### config.mk
export PLATFORM = sky130hd
export DESIGN_NAME = cache_2way
export DESIGN_NICKNAME = d
export VERILOG_FILES = /design/src/hw/cache_pkg.sv /design/src/hw/lookup_if.sv /design/src/hw/way_ram.sv /design/src/hw/tag_decode.sv /design/src/hw/line_buffer.sv /design/src/hw/cache_control.sv /design/src/hw/cache_2way.sv
export VERILOG_INCLUDE_DIRS = /design/src /design/src/hw
export SDC_FILE = /design/constraint.sdc
export NUM_CORES = 2
export LEC_CHECK = 0
export ABC_AREA = 0
export BUFFER_PORTS_ARGS = -buffer_cell sky130_fd_sc_hd__buf_2
export CORE_UTILIZATION = 57
export DETAILED_ROUTE_END_ITERATION = 10
export PLACE_DENSITY = 0.76
export REMOVE_ABC_BUFFERS = 1
export SLEW_MARGIN = 20
export SYNTH_ARGS = -nofsm -noshare
export SYNTH_HDL_FRONTEND = slang
export SYNTH_HIERARCHICAL = 1
export SYNTH_SLANG_ARGS = --single-unit
export TNS_END_PERCENT = 100
### constraint.sdc
create_clock -name clock -period 10.6 [get_ports clock]
set_clock_uncertainty 0.15 [all_clocks]
set_input_delay 1.59 -clock clock [delete_from_list [all_inputs] [get_ports clock]]
set_output_delay 1.59 -clock clock [all_outputs]
set_load 0.05 [all_outputs]
### src/hw/cache_settings.svh
// ======================================
// Cache geometry for the 2-way write-back cache
// ======================================
`ifndef CACHE_SETTINGS_SVH
`define CACHE_SETTINGS_SVH

// Word address seen by the CPU and by main memory
`define CACHE_ADDR_W 16

// Data word carried on every bus
`define CACHE_WORD_W 32

// Words in one cache line, moved as one burst
`define CACHE_LINE_WORDS 4

// Sets per way
`define CACHE_SETS 8

// Address split as tag, index and word offset from the top down
`define CACHE_OFFSET_W 2
`define CACHE_INDEX_W 3
`define CACHE_TAG_W 11

`endif

### src/hw/cache_pkg.sv
// ======================================
// Shared types of the 2-way cache
// ======================================
`include "cache_settings.svh"

package cache_pkg;

	// Word address from the CPU, also used towards memory
	typedef logic [`CACHE_ADDR_W-1:0] addr_t;

	// One data word
	typedef logic [`CACHE_WORD_W-1:0] word_t;

	// A whole line, element 0 is the low word of the line
	typedef logic [`CACHE_LINE_WORDS-1:0][`CACHE_WORD_W-1:0] line_t;

	// Fields cut out of an address
	typedef logic [`CACHE_TAG_W-1:0] tag_t;
	typedef logic [`CACHE_INDEX_W-1:0] index_t;
	typedef logic [`CACHE_OFFSET_W-1:0] offset_t;

	// Contents of one tag RAM entry
	// The valid bit sits on top, then dirty, then the tag itself
	typedef struct packed {
		logic valid;
		logic dirty;
		tag_t tag;
	} tag_entry_t;

	// Way number, two ways in this cache
	typedef logic way_t;

endpackage

### src/hw/lookup_if.sv
// ======================================
// Tag lookup results, decode to control
// ======================================
`timescale 1ns/1ns

interface lookup_if;

	// Set when one of the two ways holds the requested tag
	logic hit;

	// Way that matched, only meaningful with hit
	cache_pkg::way_t hit_way;

	// Way to replace on a miss
	// An invalid way is taken first, otherwise the LRU way
	cache_pkg::way_t victim_way;

	// The victim needs a write-back before the fill
	logic victim_dirty;

	// Tag of the victim, forms the write-back line address
	cache_pkg::tag_t victim_tag;

	// Tag decode produces the results
	modport decode (output hit, hit_way, victim_way, victim_dirty, victim_tag);

	// Cache control samples them in its lookup state
	modport control (input hit, hit_way, victim_way, victim_dirty, victim_tag);

endinterface

### src/hw/way_ram.sv
// ======================================
// One way of storage, one entry per set
// ======================================
`timescale 1ns/1ns
`include "cache_settings.svh"

module way_ram #(
	parameter type payload_t = logic
) (
	input logic clock,
	input logic reset_n,
	input cache_pkg::index_t index,
	input logic write_enable,
	input payload_t write_data,
	output payload_t read_data
);

	payload_t entries [`CACHE_SETS];

	// Read is registered, so data follows the index by one clock
	// A write and a read of the same set on one edge return the old entry
	always_ff @(posedge clock or negedge reset_n)
	begin
		if (!reset_n)
		begin
			// Clearing the entries marks every tag invalid
			for (int i = 0; i < `CACHE_SETS; i++)
				entries[i] <= '0;
			read_data <= '0;
		end
		else
		begin
			if (write_enable)
				entries[index] <= write_data;
			read_data <= entries[index];
		end
	end

endmodule

### src/hw/tag_decode.sv
// ======================================
// Tag compare, hit way and victim choice
// ======================================
`timescale 1ns/1ns

module tag_decode (
	input cache_pkg::tag_t tag,
	input cache_pkg::tag_entry_t entry_0,
	input cache_pkg::tag_entry_t entry_1,
	input logic lru,
	lookup_if.decode lookup
);

	logic hit_0;
	logic hit_1;
	cache_pkg::way_t victim;
	cache_pkg::tag_entry_t victim_entry;

	// A way hits only when its entry is valid and the tags agree
	assign hit_0 = entry_0.valid && (entry_0.tag == tag);
	assign hit_1 = entry_1.valid && (entry_1.tag == tag);

	assign lookup.hit = hit_0 || hit_1;

	// Both ways never hold the same tag, so way 1 only wins alone
	assign lookup.hit_way = hit_1;

	// Victim choice for a miss
	always_comb
	begin
		if (!entry_0.valid)
		begin
			// Empty way 0 is filled first
			victim = 1'b0;
		end
		else if (!entry_1.valid)
		begin
			victim = 1'b1;
		end
		else
		begin
			// Both ways are in use
			// The LRU bit names the way touched longest ago
			victim = lru;
		end
	end

	assign victim_entry = victim ? entry_1 : entry_0;

	assign lookup.victim_way = victim;

	// An invalid victim never needs a write-back, even with stale dirty bits
	assign lookup.victim_dirty = victim_entry.valid && victim_entry.dirty;

	// Upper part of the line address for the write-back burst
	assign lookup.victim_tag = victim_entry.tag;

endmodule

### src/hw/line_buffer.sv
// ======================================
// Line buffer: fill, write-back and word merge
// ======================================
`timescale 1ns/1ns
`include "cache_settings.svh"

module line_buffer (
	input logic clock,
	input logic reset_n,
	input cache_pkg::line_t line_0,
	input cache_pkg::line_t line_1,
	input cache_pkg::way_t hit_way,
	input cache_pkg::offset_t offset,
	input cache_pkg::word_t cpu_word,
	input logic capture_word,
	input logic capture_victim,
	input cache_pkg::way_t victim_way,
	input logic shift_out,
	input logic fill_shift,
	input cache_pkg::word_t fill_word,
	input logic use_fill,
	input logic merge_write,
	input logic load_read_word,
	output cache_pkg::line_t new_line,
	output cache_pkg::word_t out_word,
	output cache_pkg::word_t read_word
);

	// Victim line on its way out to memory
	cache_pkg::line_t wb_line;

	// Fill line, assembled from the memory burst
	cache_pkg::line_t fill_line;

	// CPU write data, held for the whole access
	cache_pkg::word_t write_word;

	always_ff @(posedge clock)
	begin
		// Victim is taken while the RAM outputs still show its set
		if (capture_victim)
			wb_line <= victim_way ? line_1 : line_0;
		else if (shift_out)
			wb_line <= {cache_pkg::word_t'(0), wb_line[`CACHE_LINE_WORDS-1:1]};

		// Words arrive low word first and move down one slot per beat
		// After the fourth beat word 0 sits in the lowest slot
		if (fill_shift)
			fill_line <= {fill_word, fill_line[`CACHE_LINE_WORDS-1:1]};

		if (capture_word)
			write_word <= cpu_word;
	end

	// The lowest slot always carries the current write-back beat
	assign out_word = wb_line[0];

	// Line written back into the RAM on completion
	always_comb
	begin
		if (use_fill)
			new_line = fill_line;
		else
			new_line = hit_way ? line_1 : line_0;

		// A write replaces one word and leaves the rest of the line alone
		if (merge_write)
			new_line[offset] = write_word;
	end

	// Word returned to the CPU, kept until the next read completes
	always_ff @(posedge clock or negedge reset_n)
	begin
		if (!reset_n)
			read_word <= '0;
		else if (load_read_word)
			read_word <= new_line[offset];
	end

endmodule

### src/hw/cache_control.sv
// ======================================
// Cache controller FSM with LRU bits and strobes
// ======================================
`timescale 1ns/1ns
`include "cache_settings.svh"

module cache_control (
	input logic clock,
	input logic reset_n,
	input logic rd_cpu,
	input logic wr_cpu,
	input cache_pkg::addr_t addr_cpu,
	lookup_if.control lookup,
	input logic ready_mem,
	output logic lru,
	output cache_pkg::index_t ram_index,
	output logic [1:0] tag_write,
	output logic [1:0] data_write,
	output cache_pkg::tag_entry_t new_entry,
	output cache_pkg::way_t active_way,
	output cache_pkg::offset_t word_offset,
	output logic capture_word,
	output logic capture_victim,
	output logic shift_out,
	output logic fill_shift,
	output logic use_fill,
	output logic merge_write,
	output logic load_read_word,
	output cache_pkg::addr_t addr_mem,
	output logic rd_mem,
	output logic wr_mem,
	output logic stall_cpu
);

	typedef enum logic [2:0] {
		ST_IDLE,
		ST_LOOKUP,
		ST_WRITEBACK,
		ST_FILL_REQ,
		ST_FILL_WAIT,
		ST_FILL_COLLECT,
		ST_UPDATE
	} state_t;

	state_t state;

	// Request held for the whole access
	cache_pkg::addr_t addr_q;
	logic is_write;

	// Lookup outcome kept past the lookup cycle
	logic hit_q;
	cache_pkg::tag_t victim_tag_q;

	// Beat count inside a burst
	logic [`CACHE_OFFSET_W-1:0] beat;

	// One bit per set, naming the least recently used way
	logic [`CACHE_SETS-1:0] lru_bits;

	logic take;
	logic ram_write;
	cache_pkg::tag_t tag_q;
	cache_pkg::index_t index_q;

	assign tag_q = addr_q[`CACHE_ADDR_W-1 -: `CACHE_TAG_W];
	assign index_q = addr_q[`CACHE_OFFSET_W +: `CACHE_INDEX_W];
	assign word_offset = addr_q[`CACHE_OFFSET_W-1:0];

	// New requests are only looked at while idle
	assign take = (state == ST_IDLE) && (rd_cpu || wr_cpu);

	// Idle presents the incoming index so the RAMs answer in the lookup cycle
	assign ram_index = (state == ST_IDLE) ?
		addr_cpu[`CACHE_OFFSET_W +: `CACHE_INDEX_W] : index_q;

	assign lru = lru_bits[index_q];

	// A read hit changes nothing in the RAMs, only the LRU bit moves
	assign ram_write = (state == ST_UPDATE) && (is_write || !hit_q);
	assign tag_write = ram_write ? (active_way ? 2'b10 : 2'b01) : 2'b00;
	assign data_write = tag_write;

	// Dirty follows the operation, so a clean fill clears it
	assign new_entry = '{valid: 1'b1, dirty: is_write, tag: tag_q};

	// Line buffer strobes
	assign capture_word = take;
	assign capture_victim = (state == ST_LOOKUP) && !lookup.hit;
	assign shift_out = wr_mem;
	assign fill_shift = ready_mem &&
		((state == ST_FILL_WAIT) || (state == ST_FILL_COLLECT));
	assign use_fill = !hit_q;
	assign merge_write = is_write;
	assign load_read_word = (state == ST_UPDATE) && !is_write;

	// Memory strobes only go out while the memory reports ready
	assign wr_mem = (state == ST_WRITEBACK) && ready_mem;
	assign rd_mem = (state == ST_FILL_REQ) && ready_mem;

	// Line addresses always carry a zero offset
	assign addr_mem = (state == ST_WRITEBACK) ?
		{victim_tag_q, index_q, cache_pkg::offset_t'(0)} :
		{tag_q, index_q, cache_pkg::offset_t'(0)};

	always_ff @(posedge clock or negedge reset_n)
	begin
		if (!reset_n)
		begin
			state <= ST_IDLE;
			addr_q <= '0;
			is_write <= 1'b0;
			hit_q <= 1'b0;
			active_way <= 1'b0;
			victim_tag_q <= '0;
			beat <= '0;
			lru_bits <= '0;
			stall_cpu <= 1'b0;
		end
		else
		begin
			case (state)
				ST_IDLE:
				begin
					if (take)
					begin
						addr_q <= addr_cpu;
						// A read wins when both strobes come together
						is_write <= !rd_cpu;
						state <= ST_LOOKUP;
					end
				end
				ST_LOOKUP:
				begin
					stall_cpu <= 1'b1;
					hit_q <= lookup.hit;
					active_way <= lookup.hit ? lookup.hit_way : lookup.victim_way;
					victim_tag_q <= lookup.victim_tag;
					beat <= '0;
					if (lookup.hit)
						state <= ST_UPDATE;
					else if (lookup.victim_dirty)
						state <= ST_WRITEBACK;
					else
						state <= ST_FILL_REQ;
				end
				ST_WRITEBACK:
				begin
					// The count wraps to zero after the last beat
					if (ready_mem)
					begin
						beat <= beat + 1'b1;
						if (beat == '1)
							state <= ST_FILL_REQ;
					end
				end
				ST_FILL_REQ:
				begin
					if (ready_mem)
						state <= ST_FILL_WAIT;
				end
				ST_FILL_WAIT:
				begin
					// First ready after the request carries word 0
					if (ready_mem)
					begin
						beat <= 1;
						state <= ST_FILL_COLLECT;
					end
				end
				ST_FILL_COLLECT:
				begin
					if (ready_mem)
					begin
						beat <= beat + 1'b1;
						if (beat == '1)
							state <= ST_UPDATE;
					end
				end
				ST_UPDATE:
				begin
					// RAM write, LRU update and completion share this edge
					stall_cpu <= 1'b0;
					lru_bits[index_q] <= ~active_way;
					state <= ST_IDLE;
				end
				default:
				begin
					state <= ST_IDLE;
				end
			endcase
		end
	end

endmodule

### src/hw/cache_2way.sv
// ======================================
// 2-way set-associative write-back cache
// ======================================
`timescale 1ns/1ns

module cache_2way (
	input logic clock,
	input logic reset_n,
	input logic rd_cpu,
	input logic wr_cpu,
	input cache_pkg::addr_t addr_cpu,
	input cache_pkg::word_t wdata_cpu,
	output cache_pkg::word_t rdata_cpu,
	output logic stall_cpu,
	output cache_pkg::addr_t addr_mem,
	output logic rd_mem,
	output logic wr_mem,
	output cache_pkg::word_t wdata_mem,
	input cache_pkg::word_t rdata_mem,
	input logic ready_mem
);

	cache_pkg::index_t ram_index;
	cache_pkg::tag_entry_t entry_0;
	cache_pkg::tag_entry_t entry_1;
	cache_pkg::tag_entry_t new_entry;
	cache_pkg::line_t line_0;
	cache_pkg::line_t line_1;
	cache_pkg::line_t new_line;
	logic [1:0] tag_write;
	logic [1:0] data_write;
	logic lru;
	cache_pkg::way_t active_way;
	cache_pkg::offset_t word_offset;
	logic capture_word;
	logic capture_victim;
	logic shift_out;
	logic fill_shift;
	logic use_fill;
	logic merge_write;
	logic load_read_word;

	lookup_if lookup_bus ();

	// Tag and data RAMs of both ways share one index
	way_ram #(.payload_t(cache_pkg::tag_entry_t)) tag_ram_0 (
		.clock(clock), .reset_n(reset_n), .index(ram_index),
		.write_enable(tag_write[0]), .write_data(new_entry), .read_data(entry_0));
	way_ram #(.payload_t(cache_pkg::tag_entry_t)) tag_ram_1 (
		.clock(clock), .reset_n(reset_n), .index(ram_index),
		.write_enable(tag_write[1]), .write_data(new_entry), .read_data(entry_1));
	way_ram #(.payload_t(cache_pkg::line_t)) data_ram_0 (
		.clock(clock), .reset_n(reset_n), .index(ram_index),
		.write_enable(data_write[0]), .write_data(new_line), .read_data(line_0));
	way_ram #(.payload_t(cache_pkg::line_t)) data_ram_1 (
		.clock(clock), .reset_n(reset_n), .index(ram_index),
		.write_enable(data_write[1]), .write_data(new_line), .read_data(line_1));

	// The entry being written carries the tag of the latched request
	tag_decode decode (
		.tag(new_entry.tag), .entry_0(entry_0), .entry_1(entry_1),
		.lru(lru), .lookup(lookup_bus.decode));

	cache_control execute (
		.clock(clock), .reset_n(reset_n), .rd_cpu(rd_cpu), .wr_cpu(wr_cpu),
		.addr_cpu(addr_cpu), .lookup(lookup_bus.control), .ready_mem(ready_mem),
		.lru(lru), .ram_index(ram_index), .tag_write(tag_write),
		.data_write(data_write), .new_entry(new_entry), .active_way(active_way),
		.word_offset(word_offset), .capture_word(capture_word),
		.capture_victim(capture_victim), .shift_out(shift_out),
		.fill_shift(fill_shift), .use_fill(use_fill), .merge_write(merge_write),
		.load_read_word(load_read_word), .addr_mem(addr_mem), .rd_mem(rd_mem),
		.wr_mem(wr_mem), .stall_cpu(stall_cpu));

	// Victim way comes straight from decode in the lookup cycle
	line_buffer result (
		.clock(clock), .reset_n(reset_n), .line_0(line_0), .line_1(line_1),
		.hit_way(active_way), .offset(word_offset), .cpu_word(wdata_cpu),
		.capture_word(capture_word), .capture_victim(capture_victim),
		.victim_way(lookup_bus.victim_way), .shift_out(shift_out),
		.fill_shift(fill_shift), .fill_word(rdata_mem), .use_fill(use_fill),
		.merge_write(merge_write), .load_read_word(load_read_word),
		.new_line(new_line), .out_word(wdata_mem), .read_word(rdata_cpu));

endmodule

==> results.yml <==
timing:
  finalSetupViolCount: 0
  setup_ws_ps: 4849
  min_period_over_period_pct: 54.25
  period_needed_ps: 5751
  drv_slew: 0
  max_freq_mhz: 173.9
  tightest_slew_ps: 1297
  tns_ps: 0
  rsz0062_at_grt: "no"
  relSlewSlack_pct: 13.56
  hold_viol_final: 0
place:
  postPlaceCellArea_um2: 133400
  dp.cells: 12010
  dp_hpwl_um: 196000
  place_congestion: 0.8188
  port_buffers: 165
  dp_slack_ps: 4603
clock_tree:
  postCtsHoldBufs: 0
  tritoncts.num_buffers: 316
  clock-sinks: 2902
  clkTransAtPathRegs_ps: 60
  cts.repair.resized: 0
  clock_latency_ps: 960
  cts_tree: "yes"
  cts-root-buf: "clkbuf_16"
  cts_setup_buffers: 0
  cts_buffer_depth: 4
  cts-htree-levels: 5
floorplan:
  dieArea_um2: 231500
  fp.coreArea_um2: 227700
  io_pins: 168
  fp-row-count: 175
  die_x_um: 481.2
  start_util_pct: 57.47
  die_h_um: 481.2
power:
  swShare_pct: 36.98
  pwr_density_cell_nw_per_um2: 301.1
  p_clk_share_pct: 25.1
  power_mw: 43.30
  vdd_drop_max_mv: 0.3021
  power.leakage_nw: 67.38
  seq_power_share_pct: 40.3
  internal_power_mw: 27.29
  pwr-share-comb_pct: 34.6
  switchingPower_mw: 16.01
cells_and_area:
  final_area_um2: 143800
  fill_cells: 16430
  finalNonFillerCells: 12570
  layout_commonest_cell: "dfrtp_1"
  drive_gt1_share_pct: 33.35
  fin_nets: 9405
  area_growth_pct: 9.881
  layout_common_cells: "2,612 x dfrtp_1, 2,252 x mux2_2, 734 x mux2i_1"
logic_synthesis:
  synth_area_per_cell_um2: 13.94
  yosysSeqAreaShare_pct: 56.59
  postSynthCellCount: 9390
  synth_seq_cells: 2902
  synth.largest_area_cell: "dfrtp_1"
  synth_cell_types: 70
  ys_top_cells_by_area: "dfrtp_1 50%, mux2_2 19%, edfxtp_1 6.6%, mux2i_1 5.6%, mux2_1 4.0%"
  synthArstFlopShare_pct: 90.08
  yosysTopAreaCellShare_pct: 49.98
  synth-main-ff-cell: "dfrtp_1"
  yosysWarnings: 6
  synth_enable_flop_cells: 288
  syn-cell-area_um2: 130900
setup_path:
  arrival_ps: 6430
  critPathKind: "register to register"
  critPathRequiredTime_ps: 11270
  endpoint_kind: "register"
  startpoint_type: "register"
  critPathMaxFanout: 74
drt:
  via_per_inst: 6.532
  first_pass_iters: 7
  via_count: 82100
  drt_iter0_markers: 7667
  wl_per_cell_um: 28.53
  ant_nets: 1
  drt-total-wl_um: 358600
  drc: 0
grt:
  overflow: 0
  grt_pass1_wl_um: 544100
  grt_pass1_vias: 86120
  track_usage_pct: 31.09
  grt_max_degree: 190
  antenna_found_initial: 7
outcome:
  status: "complete, but fails checks"
  violations: "antenna violations"
min_path:
  min_path_type: "register to register"
job:
  cap_viol_max_count: 0
-- layer usage --
metal	vias to the layer above	GRT usage (%)	share of wire (%)
met4	2	11.60	3.8
met2	3336	49.70	47
li1	34390	-	-
met3	760	5.924	7.8
met5	-	0	0.0022
met1	43610	42.28	41
-- power groups by stage --
stage / Combinational (mW) / Sequential (mW) / Clock, mW
3_3_place_gp: 14.3 / 17.3 / 0
6_report: 15.0 / 17.4 / 10.9
5_1_grt: 15.7 / 17.9 / 11.5
2_1_floorplan: 9.93 / 17.2 / 0
3_5_place_dp: 14.7 / 17.6 / 0
4_1_cts: 14.8 / 17.4 / 11.0
-- metrics by stage --
| stage | utilization, % | hold slack (ps) |
|---|---|---|
| detailed placement | 58.59 | 284.2 |
| global placement | 58.57 | 282.0 |
| floorplan | - | 266.8 |
| CTS | 63.09 | 298.2 |
| global route | 63.14 | 309.5 |
| finish | 63.15 | 300.0 |
-- flip-flops by register name, indices dropped and copies added, names as in the netlist, 96 cells and up --
name and flops:
result/fill_line 128, data_ram_1/read_data 128, tag_ram_0/entries 104, tag_ram_1/entries 104, data_ram_1/entries 1024, data_ram_0/entries 1024
result/wb_line 96, data_ram_0/read_data 128
-- final timing paths --
kind	startpoint	end	slack, ps	cells past startpoint
worst max-delay path	execute/state[1]$_DFFE_PN0P_	data_ram_0/entries[677]$_DFFE_PN0P_	4850	8
worst min-delay path	result/fill_line[67]$_DFFE_PP_	result/fill_line[35]$_DFFE_PP_	300	0
worst max register to register	execute/state[1]$_DFFE_PN0P_	data_ram_0/entries[677]$_DFFE_PN0P_	4850	8
worst min register to register	result/fill_line[67]$_DFFE_PP_	result/fill_line[35]$_DFFE_PP_	300	0
max in group asynchronous	reset_n	data_ram_0/entries[290]$_DFFE_PN0P_	7260	3
min in group asynchronous	reset_n	execute/victim_tag_q[5]$_DFFE_PN0N_	590	1
-- cell usage after synthesis (all sizes together) (20+ instances only) --
master  instances
a21bo          26
nor2          186
a211oi         32
and2           38
clkbuf        242
a221oi         28
dfrtp        2614
nor3           26
edfxtp        288
a22oi         308
mux2i         734
a21oi         141
nor2b          86
or2            36
buf           475
or3b           22
mux2         2730
inv            20
nand2         414
o22a          252
o211ai        328
o21ai         107
o311a          26
nand2b         80
nand3          23
-- cells by family after synthesis --
family	after synthesis	synth area share, %
XOR/XNOR	22	0.1472
buffers and inverters	737	3.077
AO/OA/AOI/OAI	1298	7.409
AND/OR/NAND/NOR	962	3.602
multiplexers	3464	29.14
other	2	0.005738
adder cells (fa/ha/maj)	3	0.02486
flip-flops	2902	56.59
-- critical path, stage by stage (launching register included) --
cell	delay (ps)
dfrtp_1	670
nor3_4	550
mux2_8	720
buf_4	790
nand2b_4	330
nor2_4	190
buf_4	620
buf_4	900
mux2_2	420
-- layout make-up --
class	count	area (um2)	share of cell area [%]
Antenna cell	8	20.02	0.01392
Clock buffer	470	9492	6.600
Clock inverter	81	750.7	0.5220
Inverter	20	92.59	0.06438
Multi-Input combinational cell	5752	53180	36.98
Sequential cell	2902	74070	51.51
Tap cell	3009	3765	2.618
Timing Repair Buffer	327	2436	1.694
No activity file was read; power rests on OpenSTA's default activity.
